### src/include/mips_macros.svh
`ifndef MIPS_MACROS_SVH
`define MIPS_MACROS_SVH

`define OP_RTYPE  6'h00
`define OP_ADDIU  6'h09
`define OP_LUI    6'h0f
`define OP_LW     6'h23
`define OP_SW     6'h2b
`define OP_BEQ    6'h04
`define OP_BNE    6'h05

`define FN_ADDU   6'h21
`define FN_SUBU   6'h23
`define FN_AND    6'h24
`define FN_OR     6'h25
`define FN_SLT    6'h2a

`define ALU_ADD   4'd0
`define ALU_SUB   4'd1
`define ALU_AND   4'd2
`define ALU_OR    4'd3
`define ALU_SLT   4'd4
`define ALU_LUI   4'd5

`define MIPS_RESET_PC  32'h0000_0000
`define MIPS_NUM_REGS  32

`endif
### src/mips_pkg.sv
`default_nettype none

package mips_pkg;

    typedef logic [31:0] word_t;
    typedef logic [4:0]  reg_addr_t;
    typedef logic [3:0]  alu_op_t;

    // Decode to execute, operands already forwarded
    typedef struct packed {
        alu_op_t     alu_op;
        word_t       rs_value;
        word_t       rt_value;
        logic [15:0] imm;
        logic        use_imm;
        logic        sign_ext;
        reg_addr_t   dest;
        logic        reg_write;
        logic        mem_read;
        logic        mem_write;
    } id_ex_t;

    typedef struct packed {
        word_t       result;        // ALU value or memory address
        word_t       store_data;
        reg_addr_t   dest;
        logic        reg_write;
        logic        mem_read;
        logic        mem_write;
    } ex_mm_t;

    typedef struct packed {
        word_t       wdata;
        reg_addr_t   dest;
        logic        reg_write;
    } mm_wb_t;

endpackage

`default_nettype wire

### src/mips_core.sv
`timescale 1ns/100ps
`default_nettype none

module mips_core import mips_pkg::*; (
    input  wire        clk,
    input  wire        rst_n,
    output word_t      ibus_address_o,
    output logic       ibus_read_o,
    input  wire word_t ibus_rddata_i,
    output word_t      dbus_address_o,
    output word_t      dbus_wrdata_o,
    output logic       dbus_read_o,
    output logic       dbus_write_o,
    input  wire word_t dbus_rddata_i
);

    word_t     if_pc;
    word_t     id_inst;
    word_t     id_pc;
    reg_addr_t id_rs;
    reg_addr_t id_rt;
    word_t     id_rs_regs;
    word_t     id_rt_regs;
    word_t     id_rs_value;
    word_t     id_rt_value;
    id_ex_t    id_ctrl_dec;
    id_ex_t    id_ctrl;
    logic      id_branch_taken;
    word_t     id_branch_target;
    id_ex_t    id_ex_q;
    ex_mm_t    ex_out;
    ex_mm_t    ex_mm_q;
    mm_wb_t    mm_out;
    mm_wb_t    mm_wb_q;

    pc_reg i_pc_reg (
        .clk             (clk),
        .rst_n           (rst_n),
        .branch_taken_i  (id_branch_taken),
        .branch_target_i (id_branch_target),
        .pc_o            (if_pc)
    );

    assign ibus_address_o = if_pc;
    assign ibus_read_o    = 1'b1;      // Fetch runs every cycle

    always_ff @(posedge clk or negedge rst_n) begin
        if (!rst_n) begin
            id_inst <= '0;             // All-zero word decodes as a no-operation
            id_pc   <= '0;
        end else begin
            id_inst <= ibus_rddata_i;
            id_pc   <= if_pc;
        end
    end

    reg_file i_reg_file (
        .clk       (clk),
        .rst_n     (rst_n),
        .raddr_a_i (id_rs),
        .raddr_b_i (id_rt),
        .we_i      (mm_wb_q.reg_write),
        .waddr_i   (mm_wb_q.dest),
        .wdata_i   (mm_wb_q.wdata),
        .rdata_a_o (id_rs_regs),
        .rdata_b_o (id_rt_regs)
    );

    decode_stage i_decode_stage (
        .inst_i (id_inst),
        .rs_o   (id_rs),
        .rt_o   (id_rt),
        .ctrl_o (id_ctrl_dec)
    );

    reg_val_mux i_reg_val_mux_s (
        .addr_i       (id_rs),
        .regs_value_i (id_rs_regs),
        .ex_fwd_i     (ex_out),
        .mm_fwd_i     (mm_out),
        .value_o      (id_rs_value)
    );

    reg_val_mux i_reg_val_mux_t (
        .addr_i       (id_rt),
        .regs_value_i (id_rt_regs),
        .ex_fwd_i     (ex_out),
        .mm_fwd_i     (mm_out),
        .value_o      (id_rt_value)
    );

    branch_unit i_branch_unit (
        .inst_i     (id_inst),
        .pc_i       (id_pc),
        .rs_value_i (id_rs_value),
        .rt_value_i (id_rt_value),
        .taken_o    (id_branch_taken),
        .target_o   (id_branch_target)
    );

    always_comb begin
        id_ctrl          = id_ctrl_dec;
        id_ctrl.rs_value = id_rs_value;
        id_ctrl.rt_value = id_rt_value;
    end

    always_ff @(posedge clk or negedge rst_n) begin
        if (!rst_n) begin
            id_ex_q <= '0;
        end else begin
            id_ex_q <= id_ctrl;
        end
    end

    exec_stage i_exec_stage (
        .ctrl_i (id_ex_q),
        .out_o  (ex_out)
    );

    always_ff @(posedge clk or negedge rst_n) begin
        if (!rst_n) begin
            ex_mm_q <= '0;
        end else begin
            ex_mm_q <= ex_out;
        end
    end

    assign dbus_address_o = ex_mm_q.result;
    assign dbus_wrdata_o  = ex_mm_q.store_data;
    assign dbus_read_o    = ex_mm_q.mem_read;
    assign dbus_write_o   = ex_mm_q.mem_write;

    // Load data or ALU result, also the MM forwarding value
    always_comb begin
        mm_out.wdata     = ex_mm_q.mem_read ? dbus_rddata_i : ex_mm_q.result;
        mm_out.dest      = ex_mm_q.dest;
        mm_out.reg_write = ex_mm_q.reg_write;
    end

    always_ff @(posedge clk or negedge rst_n) begin
        if (!rst_n) begin
            mm_wb_q <= '0;
        end else begin
            mm_wb_q <= mm_out;
        end
    end

endmodule

`default_nettype wire

### src/exec_stage.sv
`timescale 1ns/100ps
`default_nettype none

`include "mips_macros.svh"

module exec_stage import mips_pkg::*; (
    input  wire id_ex_t ctrl_i,
    output ex_mm_t      out_o
);

    word_t imm_ext;
    word_t op_b;
    word_t alu_res;

    assign imm_ext = ctrl_i.sign_ext ? {{16{ctrl_i.imm[15]}}, ctrl_i.imm} :
                                       {16'b0, ctrl_i.imm};
    assign op_b    = ctrl_i.use_imm ? imm_ext : ctrl_i.rt_value;

    always_comb begin
        case (ctrl_i.alu_op)
            `ALU_ADD: alu_res = ctrl_i.rs_value + op_b;
            `ALU_SUB: alu_res = ctrl_i.rs_value - op_b;
            `ALU_AND: alu_res = ctrl_i.rs_value & op_b;
            `ALU_OR:  alu_res = ctrl_i.rs_value | op_b;
            `ALU_SLT: alu_res = {31'b0, ($signed(ctrl_i.rs_value) < $signed(op_b))};
            `ALU_LUI: alu_res = {ctrl_i.imm, 16'b0};
            default:  alu_res = '0;
        endcase
    end

    // Loads and stores use the sum as the address
    always_comb begin
        out_o.result     = alu_res;
        out_o.store_data = ctrl_i.rt_value;
        out_o.dest       = ctrl_i.dest;
        out_o.reg_write  = ctrl_i.reg_write;
        out_o.mem_read   = ctrl_i.mem_read;
        out_o.mem_write  = ctrl_i.mem_write;
    end

endmodule

`default_nettype wire

### src/branch_unit.sv
`timescale 1ns/100ps
`default_nettype none

`include "mips_macros.svh"

module branch_unit import mips_pkg::*; (
    input  wire word_t inst_i,
    input  wire word_t pc_i,
    input  wire word_t rs_value_i,
    input  wire word_t rt_value_i,
    output logic       taken_o,
    output word_t      target_o
);

    logic [5:0] opcode;
    logic       equal;
    word_t      offset;

    assign opcode = inst_i[31:26];
    assign equal  = (rs_value_i == rt_value_i);
    assign offset = {{14{inst_i[15]}}, inst_i[15:0], 2'b00};

    assign taken_o  = ((opcode == `OP_BEQ) && equal) ||
                      ((opcode == `OP_BNE) && !equal);
    assign target_o = pc_i + 32'd4 + offset;    // Relative to the delay slot

endmodule

`default_nettype wire

### src/reg_val_mux.sv
`timescale 1ns/100ps
`default_nettype none

module reg_val_mux import mips_pkg::*; (
    input  wire reg_addr_t addr_i,
    input  wire word_t     regs_value_i,
    input  wire ex_mm_t    ex_fwd_i,
    input  wire mm_wb_t    mm_fwd_i,
    output word_t          value_o
);

    logic ex_hit;
    logic mm_hit;

    // A load in EX has no data yet
    assign ex_hit = ex_fwd_i.reg_write && !ex_fwd_i.mem_read &&
                    (ex_fwd_i.dest != '0) && (ex_fwd_i.dest == addr_i);
    assign mm_hit = mm_fwd_i.reg_write &&
                    (mm_fwd_i.dest != '0) && (mm_fwd_i.dest == addr_i);

    assign value_o = ex_hit ? ex_fwd_i.result :
                     mm_hit ? mm_fwd_i.wdata  : regs_value_i;

endmodule

`default_nettype wire

### src/decode_stage.sv
`timescale 1ns/100ps
`default_nettype none

`include "mips_macros.svh"

module decode_stage import mips_pkg::*; (
    input  wire word_t inst_i,
    output reg_addr_t  rs_o,
    output reg_addr_t  rt_o,
    output id_ex_t     ctrl_o
);

    logic [5:0] opcode;
    logic [5:0] funct;
    reg_addr_t  rd;

    assign opcode = inst_i[31:26];
    assign funct  = inst_i[5:0];
    assign rs_o   = inst_i[25:21];
    assign rt_o   = inst_i[20:16];
    assign rd     = inst_i[15:11];

    always_comb begin
        ctrl_o        = '0;            // No-operation unless recognized
        ctrl_o.alu_op = `ALU_ADD;
        ctrl_o.imm    = inst_i[15:0];
        case (opcode)
            `OP_RTYPE: begin
                ctrl_o.dest      = rd;
                ctrl_o.reg_write = 1'b1;
                case (funct)
                    `FN_ADDU: ctrl_o.alu_op = `ALU_ADD;
                    `FN_SUBU: ctrl_o.alu_op = `ALU_SUB;
                    `FN_AND:  ctrl_o.alu_op = `ALU_AND;
                    `FN_OR:   ctrl_o.alu_op = `ALU_OR;
                    `FN_SLT:  ctrl_o.alu_op = `ALU_SLT;
                    default:  ctrl_o.reg_write = 1'b0;
                endcase
            end
            `OP_ADDIU, `OP_LW: begin
                ctrl_o.use_imm   = 1'b1;
                ctrl_o.sign_ext  = 1'b1;
                ctrl_o.dest      = rt_o;
                ctrl_o.reg_write = 1'b1;
                ctrl_o.mem_read  = (opcode == `OP_LW);
            end
            `OP_LUI: begin
                ctrl_o.alu_op    = `ALU_LUI;
                ctrl_o.use_imm   = 1'b1;
                ctrl_o.dest      = rt_o;
                ctrl_o.reg_write = 1'b1;
            end
            `OP_SW: begin
                ctrl_o.use_imm   = 1'b1;
                ctrl_o.sign_ext  = 1'b1;
                ctrl_o.mem_write = 1'b1;
            end
            default: begin
                ctrl_o.reg_write = 1'b0;   // Branches finish in decode
            end
        endcase
    end

endmodule

`default_nettype wire

### src/reg_file.sv
`timescale 1ns/100ps
`default_nettype none

`include "mips_macros.svh"

module reg_file import mips_pkg::*; (
    input  wire            clk,
    input  wire            rst_n,
    input  wire reg_addr_t raddr_a_i,
    input  wire reg_addr_t raddr_b_i,
    input  wire            we_i,
    input  wire reg_addr_t waddr_i,
    input  wire word_t     wdata_i,
    output word_t          rdata_a_o,
    output word_t          rdata_b_o
);

    word_t regs [0:`MIPS_NUM_REGS-1];

    always_ff @(posedge clk or negedge rst_n) begin
        if (!rst_n) begin
            for (int i = 0; i < `MIPS_NUM_REGS; i++) begin
                regs[i] <= '0;
            end
        end else if (we_i && (waddr_i != '0)) begin
            regs[waddr_i] <= wdata_i;
        end
    end

    // Write-through so decode sees the value retiring in this cycle
    assign rdata_a_o = (raddr_a_i == '0) ? '0 :
                       (we_i && (waddr_i == raddr_a_i)) ? wdata_i : regs[raddr_a_i];
    assign rdata_b_o = (raddr_b_i == '0) ? '0 :
                       (we_i && (waddr_i == raddr_b_i)) ? wdata_i : regs[raddr_b_i];

endmodule

`default_nettype wire

### src/pc_reg.sv
`timescale 1ns/100ps
`default_nettype none

`include "mips_macros.svh"

module pc_reg import mips_pkg::*; (
    input  wire        clk,
    input  wire        rst_n,
    input  wire        branch_taken_i,
    input  wire word_t branch_target_i,
    output word_t      pc_o
);

    always_ff @(posedge clk or negedge rst_n) begin
        if (!rst_n) begin
            pc_o <= `MIPS_RESET_PC;
        end else if (branch_taken_i) begin
            pc_o <= branch_target_i;   // Resolved in decode, after the delay slot fetch
        end else begin
            pc_o <= pc_o + 32'd4;
        end
    end

endmodule

`default_nettype wire

### config.mk
export PLATFORM = sky130hd
export DESIGN_NAME = mips_core
export DESIGN_NICKNAME = d
export VERILOG_FILES = /design/src/mips_pkg.sv /design/src/mips_core.sv /design/src/exec_stage.sv /design/src/branch_unit.sv /design/src/reg_val_mux.sv /design/src/decode_stage.sv /design/src/reg_file.sv /design/src/pc_reg.sv
export VERILOG_INCLUDE_DIRS = /design/src /design/src/include
export SDC_FILE = /design/constraint.sdc
export NUM_CORES = 2
export LEC_CHECK = 0
export ABC_AREA = 1
export BUFFER_PORTS_ARGS = -buffer_cell sky130_fd_sc_hd__buf_4
export CAP_MARGIN = 25
export CORE_UTILIZATION = 55
export CTS_CLUSTER_DIAMETER = 40
export DETAILED_ROUTE_END_ITERATION = 6
export PLACE_DENSITY = 0.73
export SLEW_MARGIN = 40
export SYNTH_ARGS = -nofsm -noshare
export SYNTH_HDL_FRONTEND = slang
export SYNTH_SLANG_ARGS = --single-unit
### constraint.sdc
create_clock -name clk -period 8.11 [get_ports clk]
set_input_delay 0.4055 -clock clk [delete_from_list [all_inputs] [get_ports clk]]
set_output_delay 0.4055 -clock clk [all_outputs]
set_load 0.01 [all_outputs]
==> impl_metrics.env <==
export IMPL_status="finished clean"
export IMPL_yosysMostFrequentCell="nand2_1"
export IMPL_synth_ff_type="dfrtp_1"
export IMPL_htreeDepth=4
export IMPL_vias_per_cell=6.17
export IMPL_critPathCaptureType="flop"
export IMPL_synth_distinct_cells=52
export IMPL_r2r_slack_ns=2.28
export IMPL_clockBufferDepth=3
export IMPL_reg2regPathDepth=25
export IMPL_synth_xor_xnor_area_share_pct=0.841
export IMPL_cts_tree="done"
export IMPL_synth_simple_area_share_pct=26.6
export IMPL_fmax_mhz=171
export IMPL_initial_core_util_pct=55.7
export IMPL_synth_common_cells="nand2_1, o21ai_0, dfrtp_1"
export IMPL_antenna_found_initial=9
export IMPL_clock_latency_ns=0.83
export IMPL_slew_headroom_pct=39.0
export IMPL_p_per_area_nw_per_um2=246
export IMPL_drv_cap=0
export IMPL_hold_class="in -> async"
export IMPL_setup_tns_ns=0
export IMPL_worstPathRequired_ns=8.87
export IMPL_seq_area_sq_um=33100
export IMPL_die_w_um=379
export IMPL_fillerInstances=12600
export IMPL_synth_compound_area_share_pct=17.5
export IMPL_fin_util_pct=62.3
export IMPL_synth_cells=11000
export IMPL_synth_top_family_by_area="simple AND/OR/NAND/NOR gates"
export IMPL_place_inst=12300
export IMPL_grt_max_degree=198
export IMPL_total_power_mw=21.4
export IMPL_io_pins=165
export IMPL_synth_area_leader_cell="dfrtp_1"
export IMPL_drc=0
export IMPL_post_route_cells_drive_above_1_share_pct=7.41
export IMPL_synth_enable_flop_cells=0
export IMPL_dp_hpwl_um=188000
export IMPL_ys_seq_area_share_pct=42.4
export IMPL_multi_input_area_sq_um=37700
export IMPL_finClkSkew_ns=0.0484
export IMPL_synth_area_sq_um=78100
export IMPL_setup_viol=0
export IMPL_path_class="reg -> reg"
export IMPL_avgSynthCellArea_sq_um=7.11
export IMPL_place_worst_setup_slack_ns=2.54
export IMPL_drtPass1Iterations=7
export IMPL_timing_rr_end="i_pc_reg.pc_o[26]$_DFF_PN0_"
export IMPL_worst_pin_slew_ns=0.914
export IMPL_placementRows=137
export IMPL_placed_area_sq_um=79100
export IMPL_die_area_sq_um=144000
export IMPL_root_buffer="clkbuf_16"
export IMPL_synthArstFlopShare_pct=100
export IMPL_crit_fanout=32
export IMPL_grt_pass1_wl_um=459000
export IMPL_start_kind="flop"
export IMPL_slew_viol_final=0
export IMPL_ys_warn_count=0
export IMPL_period_needed_ns=5.83
export IMPL_yosysTopAreaCellShare_pct=42.4
export IMPL_final_cells=12700
export IMPL_holdWs_ns=0.0657
export IMPL_synth_mux_area_share_pct=0.474
export IMPL_clkSlewWorstSetupHoldPaths_ns=0.06
export IMPL_synth_net_count=11200
export IMPL_port_buffers=163
export IMPL_post_route_period_util_pct=71.9
export IMPL_ys_ff_latch=1323
export IMPL_synth_fa_ha_area_share_pct=2.64
export IMPL_rsz0062_at_grt="false"
export IMPL_worst_slack_ns=2.28
export IMPL_cellLeakagePower_nw=41.2
export IMPL_drt_total_wl_um=309000
export IMPL_synthToLayoutAreaGrowth_pct=11.7
export IMPL_layout_nets=10900
export IMPL_worstSetupEndpoint="i_pc_reg.pc_o[26]$_DFF_PN0_"
export IMPL_hold_viol=0
export IMPL_ir_drop_v=0.000239
export IMPL_die_h_um=379
export IMPL_antenna_left=0
export IMPL_cp_data_arrival_time_ns=6.59
export IMPL_cts_setup_buffers=0
export IMPL_grt_overflow_total=0
export IMPL_core_sq_um=140000
export IMPL_grt_pass1_vias=73400
export IMPL_fin_area_sq_um=87300
export IMPL_wl_per_cell_um=24.3
export IMPL_gp_congestion=1.04
export IMPL_drt_iter0_markers=10700
export IMPL_critPathLaunch="id_ex_q[9]$_DFF_PN0_"
export IMPL_reg2reg_from="id_ex_q[9]$_DFF_PN0_"
export IMPL_synth_area_leaders="dfrtp_1, nand2_1, o21ai_0"
export IMPL_gr_usage_all_layers_pct=42.6
export IMPL_numCtsBuffers=200
export IMPL_routed_via_count=78500
export IMPL_cts_sinks=1323
-- report_power, final --
| group | internal (mW) | switching, mW | total [mW] | leakage (nW) |
|---|---|---|---|---|
| registers | 6.98 | 0.567 | 7.55 | 17.9 |
| logic | 1.30 | 3.25 | 4.54 | 19.7 |
| clock network | 5.89 | 3.46 | 9.35 | 3.53 |
| total | 14.2 | 7.27 | 21.4 | 41.2 |
-- registers in the layout, summed over array words and instances (netlist names) --
name / count
id_pc: 32
i_pc_reg.pc_o: 32
dbus_wrdata_o: 32
id_ex_q: 93
ex_mm_q: 6
dbus_write_o: 1
dbus_read_o: 1
dbus_address_o: 32
i_reg_file.regs: 1024
mm_wb_q: 38
id_inst: 32
-- cell usage in the layout, fill, tap and decap left out, types with 11 or more instances in the layout --
cell type	count
a21oi_1	619
buf_12	23
buf_16	11
buf_4	245
buf_6	19
bufinv_16	33
clkbuf_1	13
clkbuf_16	201
clkbuf_8	26
clkinv_1	14
clkinv_2	25
clkinv_4	15
clkinvlp_4	21
dfrtp_1	1311
dlygate4sd3_1	64
ha_1	160
inv_1	856
inv_2	12
inv_6	29
mux2_2	32
nand2_1	3200
nand2_2	28
nand3_1	944
nand3b_1	14
nand4_1	89
nor2_1	687
nor3_1	37
o211ai_1	315
o21ai_0	1545
o22ai_1	26
or2_2	22
xnor2_1	27
xor2_1	48
-- what timing repair did --
action                                 in CTS  in global routing
resized for setup                           0                  0
endpoints found under the hold margin     183                  0
hold buffers                               64                  0
-- worst min path at each step --
stage,start,to,slack (ns),cells past startpoint
finish,rst_n,i_reg_file.regs[935]$_DFFE_PN0P_,0.07,2
global route,rst_n,i_reg_file.regs[935]$_DFFE_PN0P_,0.06,2
floorplan,rst_n,dbus_address_o[0]$_DFF_PN0_,0.11,0
global placement,id_ex_q[1]$_DFF_PN0_,dbus_read_o$_DFF_PN0_,0.37,0
detailed placement,id_ex_q[1]$_DFF_PN0_,dbus_read_o$_DFF_PN0_,0.37,0
CTS,dbus_rddata_i[5],mm_wb_q[11]$_DFF_PN0_,0.05,2
-- area by class of cell --
class,count,area share (%)
Multi-Input combinational cell,7894,43.2
Sequential cell,1323,38.0
Clock buffer,240,6.23
Timing Repair Buffer,362,3.96
Inverter,888,3.85
Tap cell,1876,2.69
Clock inverter,134,2.14
Antenna cell,2,0.00573
-- per-layer routing --
| layer | part of all wire, % | global-route usage, % |
|---|---|---|
| met4 | 7.6 | 28.0 |
| met5 | 0.013 | 0 |
| met1 | 38 | 57.0 |
| met3 | 12 | 10.4 |
| met2 | 42 | 61.3 |
-- critical path, stage by stage, from the launching register on --
cell,delay (ns)
dfrtp_1,0.55
inv_1,0.43
or2_2,0.41
o21ai_0,0.13
inv_1,0.10
ha_1,0.32
fa_1,0.54
nand3_1,0.11
nand3_1,0.22
nand3_1,0.14
nand3b_1,0.38
nor2_1,0.21
nor2_1,0.06
nand2_1,0.11
nand4_1,0.09
nand2_1,0.12
nand2_1,0.06
nand2_1,0.06
nand2_1,0.05
nor2_1,0.16
nand2_1,0.31
nor2_2,0.40
nand3_2,0.19
nand2_4,0.34
nand3_1,0.16
nand2_1,0.09
-- cells by family after synthesis --
kind of cell,after synthesis
adder cells (fa/ha/maj),163
buffers and inverters,1777
flip-flops,1323
XOR/XNOR,75
AO/OA/AOI/OAI,2551
AND/OR/NAND/NOR,5071
other,1
multiplexers,33
(Power assumes the default switching activity.)
